--- config.mk ---
export PLATFORM = sky130hd
export DESIGN_NAME = decOp
export DESIGN_NICKNAME = d
export VERILOG_FILES = /design/src/decPkg.sv /design/src/decOp16.sv /design/src/decOp32.sv /design/src/jumboLatch.sv /design/src/decOpSel.sv /design/src/decOp.sv
export SDC_FILE = /design/constraint.sdc
export NUM_CORES = 1
export LEC_CHECK = 0
export BUFFER_PORTS_ARGS = -buffer_cell sky130_fd_sc_hd__buf_2
export CAP_MARGIN = 20
export CORE_MARGIN = 1
export CORE_UTILIZATION = 35
export DETAILED_ROUTE_END_ITERATION = 16
export SYNTH_ARGS = -nofsm -noshare
export SYNTH_HDL_FRONTEND = slang
export SYNTH_HIERARCHICAL = 1
export SYNTH_SLANG_ARGS = --single-unit
--- constraint.sdc ---
create_clock -name clock -period 2.65 [get_ports clock]
set_input_delay 0.53 -clock clock [delete_from_list [all_inputs] [get_ports clock]]
set_output_delay 0.53 -clock clock [all_outputs]
set_load 0.01 [all_outputs]
--- src/decPkg.sv ---
package decPkg;

	localparam int gprW = 5;	// r0..r31
	localparam int immW = 33;	// 24 jumbo bits over imm9

	// upper three bits of the first halfword select the 32-bit form
	localparam logic [2:0] form32Tag = 3'b111;
	localparam logic [7:0] jumboTag  = 8'hFE;	// bits [15:8] of a prefix

	// alu sub-ops, carried in the low six bits of idUIxt
	localparam logic [5:0] aluSubAdd = 6'd0;
	localparam logic [5:0] aluSubSub = 6'd1;
	localparam logic [5:0] aluSubAnd = 6'd2;
	localparam logic [5:0] aluSubOr  = 6'd3;

	typedef enum logic [5:0] {
		UCMD_NOP   = 6'h00,
		UCMD_MOV   = 6'h01,
		UCMD_ALU   = 6'h02,
		UCMD_ALUI  = 6'h03,
		UCMD_LDI   = 6'h04,
		UCMD_LOAD  = 6'h05,
		UCMD_STORE = 6'h06,
		UCMD_BRA   = 6'h07,
		UCMD_INVOP = 6'h3F	// trap on execute
	} ucmdT;

	typedef enum logic [2:0] {
		IXC_AL = 3'd0,	// always
		IXC_CT = 3'd1,	// if SR.T set
		IXC_CF = 3'd2	// if SR.T clear
	} ixcT;

	typedef enum logic [2:0] {
		IUC_NONE = 3'd0,
		IUC_ALU  = 3'd1,
		IUC_MEM  = 3'd2,
		IUC_BRA  = 3'd3,
		IUC_WX   = 3'd7	// only legal in a wide bundle
	} iucT;

	// 16-bit major opcode, istrWord[15:12]
	typedef enum logic [3:0] {
		OP16_NOP   = 4'd0,
		OP16_MOV   = 4'd1,
		OP16_ADD   = 4'd2,
		OP16_SUB   = 4'd3,
		OP16_AND   = 4'd4,
		OP16_OR    = 4'd5,
		OP16_LDI   = 4'd6,
		OP16_LOAD  = 4'd7,
		OP16_STORE = 4'd8,
		OP16_BRA   = 4'd9
	} op16T;

	// 32-bit major opcode, istrWord[31:28]
	typedef enum logic [3:0] {
		OP32_MOV   = 4'd0,
		OP32_ADD   = 4'd1,
		OP32_SUB   = 4'd2,
		OP32_AND   = 4'd3,
		OP32_OR    = 4'd4,
		OP32_ADDI  = 4'd5,
		OP32_LDI   = 4'd6,
		OP32_LOAD  = 4'd7,
		OP32_STORE = 4'd8,
		OP32_BRA   = 4'd9
	} op32T;

endpackage

--- src/decOp16.sv ---
`timescale 1ns/10ps

module decOp16 (
	input  logic [15:0]             istrWord,
	output logic [decPkg::gprW-1:0] regN,
	output logic [decPkg::gprW-1:0] regM,
	output logic [decPkg::gprW-1:0] regO,
	output logic [decPkg::immW-1:0] imm,
	output decPkg::ucmdT            ucmd,
	output decPkg::iucT             iuc,
	output logic [5:0]              subOp
);
	import decPkg::*;

	op16T            opc;
	logic [gprW-1:0] fldN;	// [7:4], zero extended
	logic [gprW-1:0] fldM;	// [3:0]
	logic [gprW-1:0] fldLdi;	// [11:8]
	logic [immW-1:0] imm8;	// sign extended [7:0]
	logic [immW-1:0] disp12;	// sign extended [11:0]

	assign opc    = op16T'(istrWord[15:12]);
	assign fldN   = gprW'(istrWord[7:4]);
	assign fldM   = gprW'(istrWord[3:0]);
	assign fldLdi = gprW'(istrWord[11:8]);
	assign imm8   = {{(immW-8){istrWord[7]}}, istrWord[7:0]};
	assign disp12 = {{(immW-12){istrWord[11]}}, istrWord[11:0]};

	always_comb begin
		// unused fields stay zero
		regN  = '0;
		regM  = '0;
		regO  = '0;
		imm   = '0;
		ucmd  = UCMD_INVOP;
		iuc   = IUC_NONE;
		subOp = '0;

		case (opc)
			OP16_NOP: begin
				ucmd = UCMD_NOP;
			end
			OP16_MOV: begin
				regN = fldN;
				regM = fldM;
				ucmd = UCMD_MOV;
				iuc  = IUC_ALU;
			end
			OP16_ADD, OP16_SUB, OP16_AND, OP16_OR: begin
				regN = fldN;
				regM = fldM;
				regO = fldN;	// two-operand, dest doubles as src
				ucmd = UCMD_ALU;
				iuc  = IUC_ALU;
				case (opc)
					OP16_SUB: subOp = aluSubSub;
					OP16_AND: subOp = aluSubAnd;
					OP16_OR:  subOp = aluSubOr;
					default:  subOp = aluSubAdd;
				endcase
			end
			OP16_LDI: begin
				regN = fldLdi;
				imm  = imm8;
				ucmd = UCMD_LDI;
				iuc  = IUC_ALU;
			end
			OP16_LOAD: begin
				regN = fldN;
				regM = fldM;	// base
				ucmd = UCMD_LOAD;
				iuc  = IUC_MEM;
			end
			OP16_STORE: begin
				regN = fldN;	// data
				regM = fldM;	// base
				ucmd = UCMD_STORE;
				iuc  = IUC_MEM;
			end
			OP16_BRA: begin
				imm  = disp12;
				ucmd = UCMD_BRA;
				iuc  = IUC_BRA;
			end
			default: begin
				ucmd = UCMD_INVOP;	// 10..15 undefined here
			end
		endcase
	end

endmodule

--- src/decOp32.sv ---
`timescale 1ns/10ps

module decOp32 (
	input  logic [31:0]             istrWord,
	input  logic                    jumboValid,
	input  logic [23:0]             jumboBits,
	output logic [decPkg::gprW-1:0] regN,
	output logic [decPkg::gprW-1:0] regM,
	output logic [decPkg::gprW-1:0] regO,
	output logic [decPkg::immW-1:0] imm,
	output decPkg::ucmdT            ucmd,
	output decPkg::ixcT             ixc,
	output decPkg::iucT             iuc,
	output logic [5:0]              subOp
);
	import decPkg::*;

	op32T            opc;
	iucT             unitCls;	// class before the WEX override
	logic [gprW-1:0] fldN;
	logic [gprW-1:0] fldM;
	logic [gprW-1:0] fldO;
	logic [8:0]      imm9;
	logic [17:0]     imm18;
	logic [19:0]     disp20;
	logic [immW-1:0] imm9Ext;	// jumbo widened or sign extended
	logic [immW-1:0] imm18Ext;
	logic [immW-1:0] disp20Ext;

	assign opc    = op32T'(istrWord[31:28]);
	assign fldN   = istrWord[4:0];
	assign fldM   = istrWord[27:23];
	assign fldO   = istrWord[22:18];
	assign imm9   = istrWord[22:14];	// overlaps regO
	assign imm18  = istrWord[27:10];
	assign disp20 = istrWord[27:8];

	// pending jumbo supplies the upper 24 bits
	assign imm9Ext   = jumboValid ? {jumboBits, imm9} : {{(immW-9){imm9[8]}}, imm9};
	assign imm18Ext  = {{(immW-18){imm18[17]}}, imm18};	// no jumbo
	assign disp20Ext = {{(immW-20){disp20[19]}}, disp20};	// no jumbo

	// bit 12 set means unconditional, else bit 10 picks the sense
	assign ixc = istrWord[12] ? IXC_AL : (istrWord[10] ? IXC_CF : IXC_CT);
	assign iuc = istrWord[11] ? IUC_WX : unitCls;

	always_comb begin
		regN    = '0;
		regM    = '0;
		regO    = '0;
		imm     = '0;
		ucmd    = UCMD_INVOP;
		unitCls = IUC_NONE;
		subOp   = '0;

		case (opc)
			OP32_MOV: begin
				regN    = fldN;
				regM    = fldM;
				ucmd    = UCMD_MOV;
				unitCls = IUC_ALU;
			end
			OP32_ADD, OP32_SUB, OP32_AND, OP32_OR: begin
				regN    = fldN;
				regM    = fldM;
				regO    = fldO;
				ucmd    = UCMD_ALU;
				unitCls = IUC_ALU;
				case (opc)
					OP32_SUB: subOp = aluSubSub;
					OP32_AND: subOp = aluSubAnd;
					OP32_OR:  subOp = aluSubOr;
					default:  subOp = aluSubAdd;
				endcase
			end
			OP32_ADDI: begin
				regN    = fldN;
				regM    = fldM;
				imm     = imm9Ext;
				ucmd    = UCMD_ALUI;
				unitCls = IUC_ALU;
				subOp   = aluSubAdd;	// only add has an imm form
			end
			OP32_LDI: begin
				regN    = fldN;
				imm     = imm18Ext;
				ucmd    = UCMD_LDI;
				unitCls = IUC_ALU;
			end
			OP32_LOAD, OP32_STORE: begin
				regN    = fldN;
				regM    = fldM;	// base
				imm     = imm9Ext;	// displacement
				ucmd    = (opc == OP32_LOAD) ? UCMD_LOAD : UCMD_STORE;
				unitCls = IUC_MEM;
			end
			OP32_BRA: begin
				imm     = disp20Ext;
				ucmd    = UCMD_BRA;
				unitCls = IUC_BRA;
			end
			default: begin
				ucmd = UCMD_INVOP;	// 10..15 reserved
			end
		endcase
	end

endmodule

--- src/jumboLatch.sv ---
`timescale 1ns/10ps

module jumboLatch (
	input  logic        clock,
	input  logic        rstN,
	input  logic        istrValid,
	input  logic [31:0] istrWord,
	output logic        isPrefix,
	output logic        jumboValid,
	output logic [23:0] jumboBits
);
	import decPkg::*;

	// FE tag already implies the 32-bit form bits
	assign isPrefix = (istrWord[15:8] == jumboTag);

	// pending flag, cleared by the consuming instruction
	always_ff @(posedge clock) begin
		if (!rstN) begin
			jumboValid <= 1'b0;
		end else if (istrValid) begin
			jumboValid <= isPrefix;
		end
	end

	// payload only, qualified by jumboValid
	always_ff @(posedge clock) begin
		if (istrValid && isPrefix) begin
			jumboBits <= {istrWord[7:0], istrWord[31:16]};	// later prefix wins
		end
	end

endmodule

--- src/decOpSel.sv ---
`timescale 1ns/10ps

module decOpSel (
	input  logic                    clock,
	input  logic                    rstN,
	input  logic                    istrValid,
	input  logic [31:0]             istrWord,
	input  logic                    isPrefix,
	input  logic                    jumboValid,
	input  logic [23:0]             jumboBits,
	input  logic [decPkg::gprW-1:0] regN16,
	input  logic [decPkg::gprW-1:0] regM16,
	input  logic [decPkg::gprW-1:0] regO16,
	input  logic [decPkg::immW-1:0] imm16,
	input  decPkg::ucmdT            ucmd16,
	input  decPkg::iucT             iuc16,
	input  logic [5:0]              subOp16,
	input  logic [decPkg::gprW-1:0] regN32,
	input  logic [decPkg::gprW-1:0] regM32,
	input  logic [decPkg::gprW-1:0] regO32,
	input  logic [decPkg::immW-1:0] imm32,
	input  decPkg::ucmdT            ucmd32,
	input  decPkg::ixcT             ixc32,
	input  decPkg::iucT             iuc32,
	input  logic [5:0]              subOp32,
	output logic                    idValid,
	output logic [decPkg::gprW-1:0] idRegN,
	output logic [decPkg::gprW-1:0] idRegM,
	output logic [decPkg::gprW-1:0] idRegO,
	output logic [decPkg::immW-1:0] idImm,
	output logic [decPkg::immW-1:0] idImmB,
	output logic [8:0]              idUCmd,	// {ixc, ucmd}
	output logic [8:0]              idUIxt	// {iuc, sub-op}
);
	import decPkg::*;

	logic            is32;
	logic            take;	// valid and not a prefix
	logic [gprW-1:0] selRegN;
	logic [gprW-1:0] selRegM;
	logic [gprW-1:0] selRegO;
	logic [immW-1:0] selImm;
	logic [immW-1:0] selImmB;
	ucmdT            selUCmd;
	ixcT             selIxc;
	iucT             selIuc;
	logic [5:0]      selSubOp;

	assign is32 = (istrWord[15:13] == form32Tag);
	assign take = istrValid && !isPrefix;

	// consumed jumbo reported raw, zero extended
	assign selImmB = jumboValid ? immW'(jumboBits) : '0;

	always_comb begin
		if (is32) begin
			selRegN  = regN32;
			selRegM  = regM32;
			selRegO  = regO32;
			selImm   = imm32;
			selUCmd  = ucmd32;
			selIxc   = ixc32;
			selIuc   = iuc32;
			selSubOp = subOp32;
		end else begin
			selRegN  = regN16;
			selRegM  = regM16;
			selRegO  = regO16;
			selImm   = imm16;
			selUCmd  = ucmd16;
			selIxc   = IXC_AL;	// no predication in 16-bit forms
			selIuc   = iuc16;
			selSubOp = subOp16;
		end

		// WEX-only form outside a bundle traps, condition kept
		if (selIuc == IUC_WX)
			selUCmd = UCMD_INVOP;
	end

	always_ff @(posedge clock) begin
		if (!rstN) begin
			idValid <= 1'b0;
			idRegN  <= '0;
			idRegM  <= '0;
			idRegO  <= '0;
			idImm   <= '0;
			idImmB  <= '0;
			idUCmd  <= '0;
			idUIxt  <= '0;
		end else begin
			idValid <= take;
			if (take) begin	// hold while idle or on prefix
				idRegN <= selRegN;
				idRegM <= selRegM;
				idRegO <= selRegO;
				idImm  <= selImm;
				idImmB <= selImmB;
				idUCmd <= {selIxc, selUCmd};
				idUIxt <= {selIuc, selSubOp};
			end
		end
	end

endmodule

--- src/decOp.sv ---
`timescale 1ns/10ps

module decOp (
	input  logic                    clock,
	input  logic                    rstN,
	input  logic                    istrValid,
	input  logic [31:0]             istrWord,
	output logic                    idValid,
	output logic [decPkg::gprW-1:0] idRegN,
	output logic [decPkg::gprW-1:0] idRegM,
	output logic [decPkg::gprW-1:0] idRegO,
	output logic [decPkg::immW-1:0] idImm,
	output logic [decPkg::immW-1:0] idImmB,
	output logic [8:0]              idUCmd,
	output logic [8:0]              idUIxt
);
	import decPkg::*;

	logic [gprW-1:0] regN16, regM16, regO16;
	logic [immW-1:0] imm16;
	ucmdT            ucmd16;
	iucT             iuc16;
	logic [5:0]      subOp16;
	logic [gprW-1:0] regN32, regM32, regO32;
	logic [immW-1:0] imm32;
	ucmdT            ucmd32;
	ixcT             ixc32;
	iucT             iuc32;
	logic [5:0]      subOp32;
	logic            isPrefix;
	logic            jumboValid;
	logic [23:0]     jumboBits;

	// 16-bit decoder sees the low halfword only
	decOp16 uDec16 (
		.istrWord(istrWord[15:0]),
		.regN(regN16), .regM(regM16), .regO(regO16),
		.imm(imm16), .ucmd(ucmd16), .iuc(iuc16), .subOp(subOp16)
	);

	decOp32 uDec32 (
		.istrWord(istrWord), .jumboValid(jumboValid), .jumboBits(jumboBits),
		.regN(regN32), .regM(regM32), .regO(regO32),
		.imm(imm32), .ucmd(ucmd32), .ixc(ixc32), .iuc(iuc32), .subOp(subOp32)
	);

	jumboLatch uJumbo (
		.clock(clock), .rstN(rstN), .istrValid(istrValid), .istrWord(istrWord),
		.isPrefix(isPrefix), .jumboValid(jumboValid), .jumboBits(jumboBits)
	);

	decOpSel uSel (
		.clock(clock), .rstN(rstN), .istrValid(istrValid), .istrWord(istrWord),
		.isPrefix(isPrefix), .jumboValid(jumboValid), .jumboBits(jumboBits),
		.regN16(regN16), .regM16(regM16), .regO16(regO16), .imm16(imm16),
		.ucmd16(ucmd16), .iuc16(iuc16), .subOp16(subOp16),
		.regN32(regN32), .regM32(regM32), .regO32(regO32), .imm32(imm32),
		.ucmd32(ucmd32), .ixc32(ixc32), .iuc32(iuc32), .subOp32(subOp32),
		.idValid(idValid), .idRegN(idRegN), .idRegM(idRegM), .idRegO(idRegO),
		.idImm(idImm), .idImmB(idImmB), .idUCmd(idUCmd), .idUIxt(idUIxt)
	);

endmodule

==> impl_metrics.csv <==
group,metric,value,unit
yosys,synth.top_cell.area_share,30.1,%
floorplanning,ios,135,
pwr,seq_power_share,38.7,%
sta,worstMarginPinSlew,0.929,ns
yosys,synth_top_area_cell,"dfxtp_1",
floorplanning,fp.dieH,134,um
clock_tree,cts_hold_buf,0,
clock_tree,ctsResizeCount,0,
yosys,synth_edf_count,24,
pwr,leakagePower,0.00292,uW
yosys,synth_area_leaders,"dfxtp_1 (30%), edfxtp_1 (12%), nand2_1 (8.2%)",
placed_design,dp_hpwl,12500,um
pwr,p_sw,1190,uW
sta,hold_violations,0,
floorplanning,rows,47,
placed_design,routabilityCongestion,0.834,
pwr,clock_power_share,50.1,%
grt,busiest_layer,"met2",
routing,dr.pass1.iters,5,
placed_design,place_inst,998,
yosys,synth_area_per_cell,8.39,um^2
floorplanning,core_area,16800,um^2
placed_design,place_ws,0.315,ns
clock_tree,cts_buffers,17,
clock_tree,clock_latency,0.41,ns
setup_path,worstPathRequired,2.95,ns
grt,grt_pass1_wl,27900,um
yosys,synth_area,6120,um^2
sta,relSlewSlack,38.0,%
yosys,muxShareOfSynthArea,0.163,%
yosys,ys_types,60,
final_layout,drive_above_1_share,24.0,%
clock_tree,clock_sinks,116,
pwr,vdd_drop_max,0.423,mV
sta,rsz0062_at_grt,"no",
yosys,ys_ff_latch,116,
yosys,synthSimpleGateAreaFrac,18.3,%
sta,whs,0.362,ns
routing,wl_per_cell,17.6,um
clock_tree,clockBufferDepth,2,
run,maxCapViolations,0,
routing,vias,5493,
floorplanning,start_util,36.4,%
final_layout,syn_to_final_growth,16.8,%
pwr,power.density,686,nW/um^2
routing,drtIter0Drc,528,
sta,setup_viol_count_final,0,
floorplanning,die_w,134,um
setup_path,cp_data_arrival_time,2.24,ns
routing,postRouteAntennaNets,0,
grt,track_usage,20.3,%
clock_tree,cts_max_level,4,
routing,drt_wl_total,18200,um
placed_design,port_buffers,125,
floorplanning,dieArea,18000,um^2
grt,grtUsageMet2,33.2,%
final_layout,nFillCells,1738,
yosys,synthCells,730,
grt,overflow,0,
clock_tree,post_cts_buffers,0,
yosys,ys_seq_area_share,41.8,%
yosys,synthAdderAreaFrac,0,%
setup_path,rrSetupSlack,1.17,ns
sta,slew_viol_final,0,
final_layout,mostFrequentLayoutCell,"nand2_1",
setup_path,startpoint,"istrWord[14]",
grt,grt_pass1_vias,4971,
clock_tree,cts_root_buf,"clkbuf_16",
worst_hold_path,worstHoldStart,"istrWord[1]",
sta,finalCritPeriodShare,73.1,%
final_layout,nNetsFinal,832,
setup_path,crit_path_end_kind,"flip-flop",
clock_tree,tritoncts,"yes",
final_layout,multi_input_area,2850,um^2
final_layout,final_area,7150,um^2
yosys,synth_xor_xnor_area_share,0.409,%
setup_path,critPathMaxFanout,24,
setup_path,path_class,"in -> reg",
final_layout,instances_no_fill,1030,
sta,fin_ws,0.713,ns
yosys,synth-warning-count,6,
pwr,swShare,24.2,%
sta,period_minus_slack,1.94,ns
routing,drc,0,
final_layout,antennaDiodeCount,0,
sta,fin_tns_setup,0,ns
grt,grt_use_met1,27.0,%
placed_design,post_dp_cell_area,6510,um^2
worst_hold_path,hold_class,"in -> reg",
routing,vias_per_cell,5.33,
setup_path,setup.worst_path.start_class,"input pin",
pwr,internal-power,3720,uW
sta,finalClockSkew,0.00498,ns
yosys,synth_compound_area_share,25.9,%
setup_path,r2r-start,"uJumbo/jumboValid",
grt,grt_antenna_before_repair,1,
pwr,combPwrFrac,11.2,%
grt,grt_max_degree,93,
final_layout,seq_area,2560,um^2
clock_tree,path_clk_slew,0.05,ns
grt,use_met3,4.72,%
yosys,synth_top_family_by_area,"compound AO/OA/AOI/OAI gates",
yosys,ys.flop_type,"dfxtp_1",
final_layout,layout_common_cells,"nand2_1 (134), buf_2 (125), dfxtp_1 (92), o21ai_0 (75), a31oi_1 (58)",
yosys,async_flop_share,0,%
sta,max_freq,516,MHz
outcome,outcome,"completed",
-- critical path, cell delays in order --
cell	delay (ns)
buf_2	0.30
nand4_1	0.27
nor2_1	0.26
nor2b_4	0.07
and3_1	0.48
a22o_1	0.32
-- Yosys cell counts, types with 2 or more instances --
| library cell | count |
|---|---|
| nand2_1 | 134 |
| dfxtp_1 | 92 |
| o21ai_0 | 75 |
| a31oi_1 | 58 |
| buf_4 | 53 |
| buf_2 | 28 |
| a21oi_1 | 27 |
| a22o_1 | 24 |
| edfxtp_1 | 24 |
| a22oi_1 | 23 |
| o21ai_1 | 22 |
| and2_1 | 19 |
| clkbuf_1 | 19 |
| nor2_1 | 14 |
| inv_1 | 13 |
| buf_6 | 12 |
| nor2b_1 | 12 |
| a211oi_1 | 6 |
| nor3b_1 | 6 |
| nor4_1 | 6 |
| nand2b_1 | 4 |
| nand3_1 | 4 |
| nor3_1 | 4 |
| o2bb2ai_1 | 4 |
| a21boi_1 | 3 |
| a21o_1 | 3 |
| and3_1 | 3 |
| conb_1 | 3 |
| and4bb_2 | 2 |
| nand3b_1 | 2 |
| nand4_1 | 2 |
-- cells by family (layout without fill, tap and decap cells) --
kind of cell / after synthesis / in the layout
compound gates: 255 / 255
simple gates: 225 / 225
buf+inv: 128 / 189
flops: 116 / 116
other cells: 3 / 22
xor+xnor: 2 / 2
mux: 1 / 1
-- routing by layer --
layer | up-vias | share of wire [%]
met5 | - | 0.055
met4 | 2 | 0.98
met3 | 20 | 6.2
met2 | 202 | 48
met1 | 2596 | 45
li1 | 2673 | -
-- metrics by stage --
step                      util [%]  power (uW)
after floorplan                  -        2320
after global placement        38.7        2480
after detailed placement      38.7        2480
after CTS                     42.5        4940
after global routing          42.5        5080
final                         42.5        4900
-- layout make-up --
class	count	share of cell area [%]
clock buffer	25	7.37
clock inverter	7	1.61
inverter	14	0.735
multi-input combinational	505	39.8
sequential	116	35.8
tap	220	3.85
timing repair buffer	143	10.8
-- power by group through the flow --
stage / registers, uW / logic [uW] / clock network, uW
after floorplan: 1960 / 359 / 0
final: 1900 / 549 / 2460
after global placement: 1930 / 543 / 0
after global routing: 1900 / 600 / 2580
after detailed placement: 1930 / 545 / 0
after CTS: 1900 / 548 / 2490
-- state kept, by name (all words and copies together), names as in the netlist --
register,flops
uSel/idImm,33
uJumbo/jumboBits,24
uSel/idImmB,24
uSel/idUCmd,9
uSel/idUIxt,9
uSel/idRegM,5
uSel/idRegN,5
uSel/idRegO,5
uJumbo/jumboValid,1
uSel/idValid,1
-- final timing paths --
path | to | depth (start not counted)
worst max-delay path | uSel/idImmB[20] | 6
worst min-delay path | uJumbo/jumboBits[17] | 1
worst max register to register | uSel/idImmB[20] | 2
worst min register to register | uSel/idUCmd[6] | 2
Note: power is estimated with default switching activity, not from simulation.
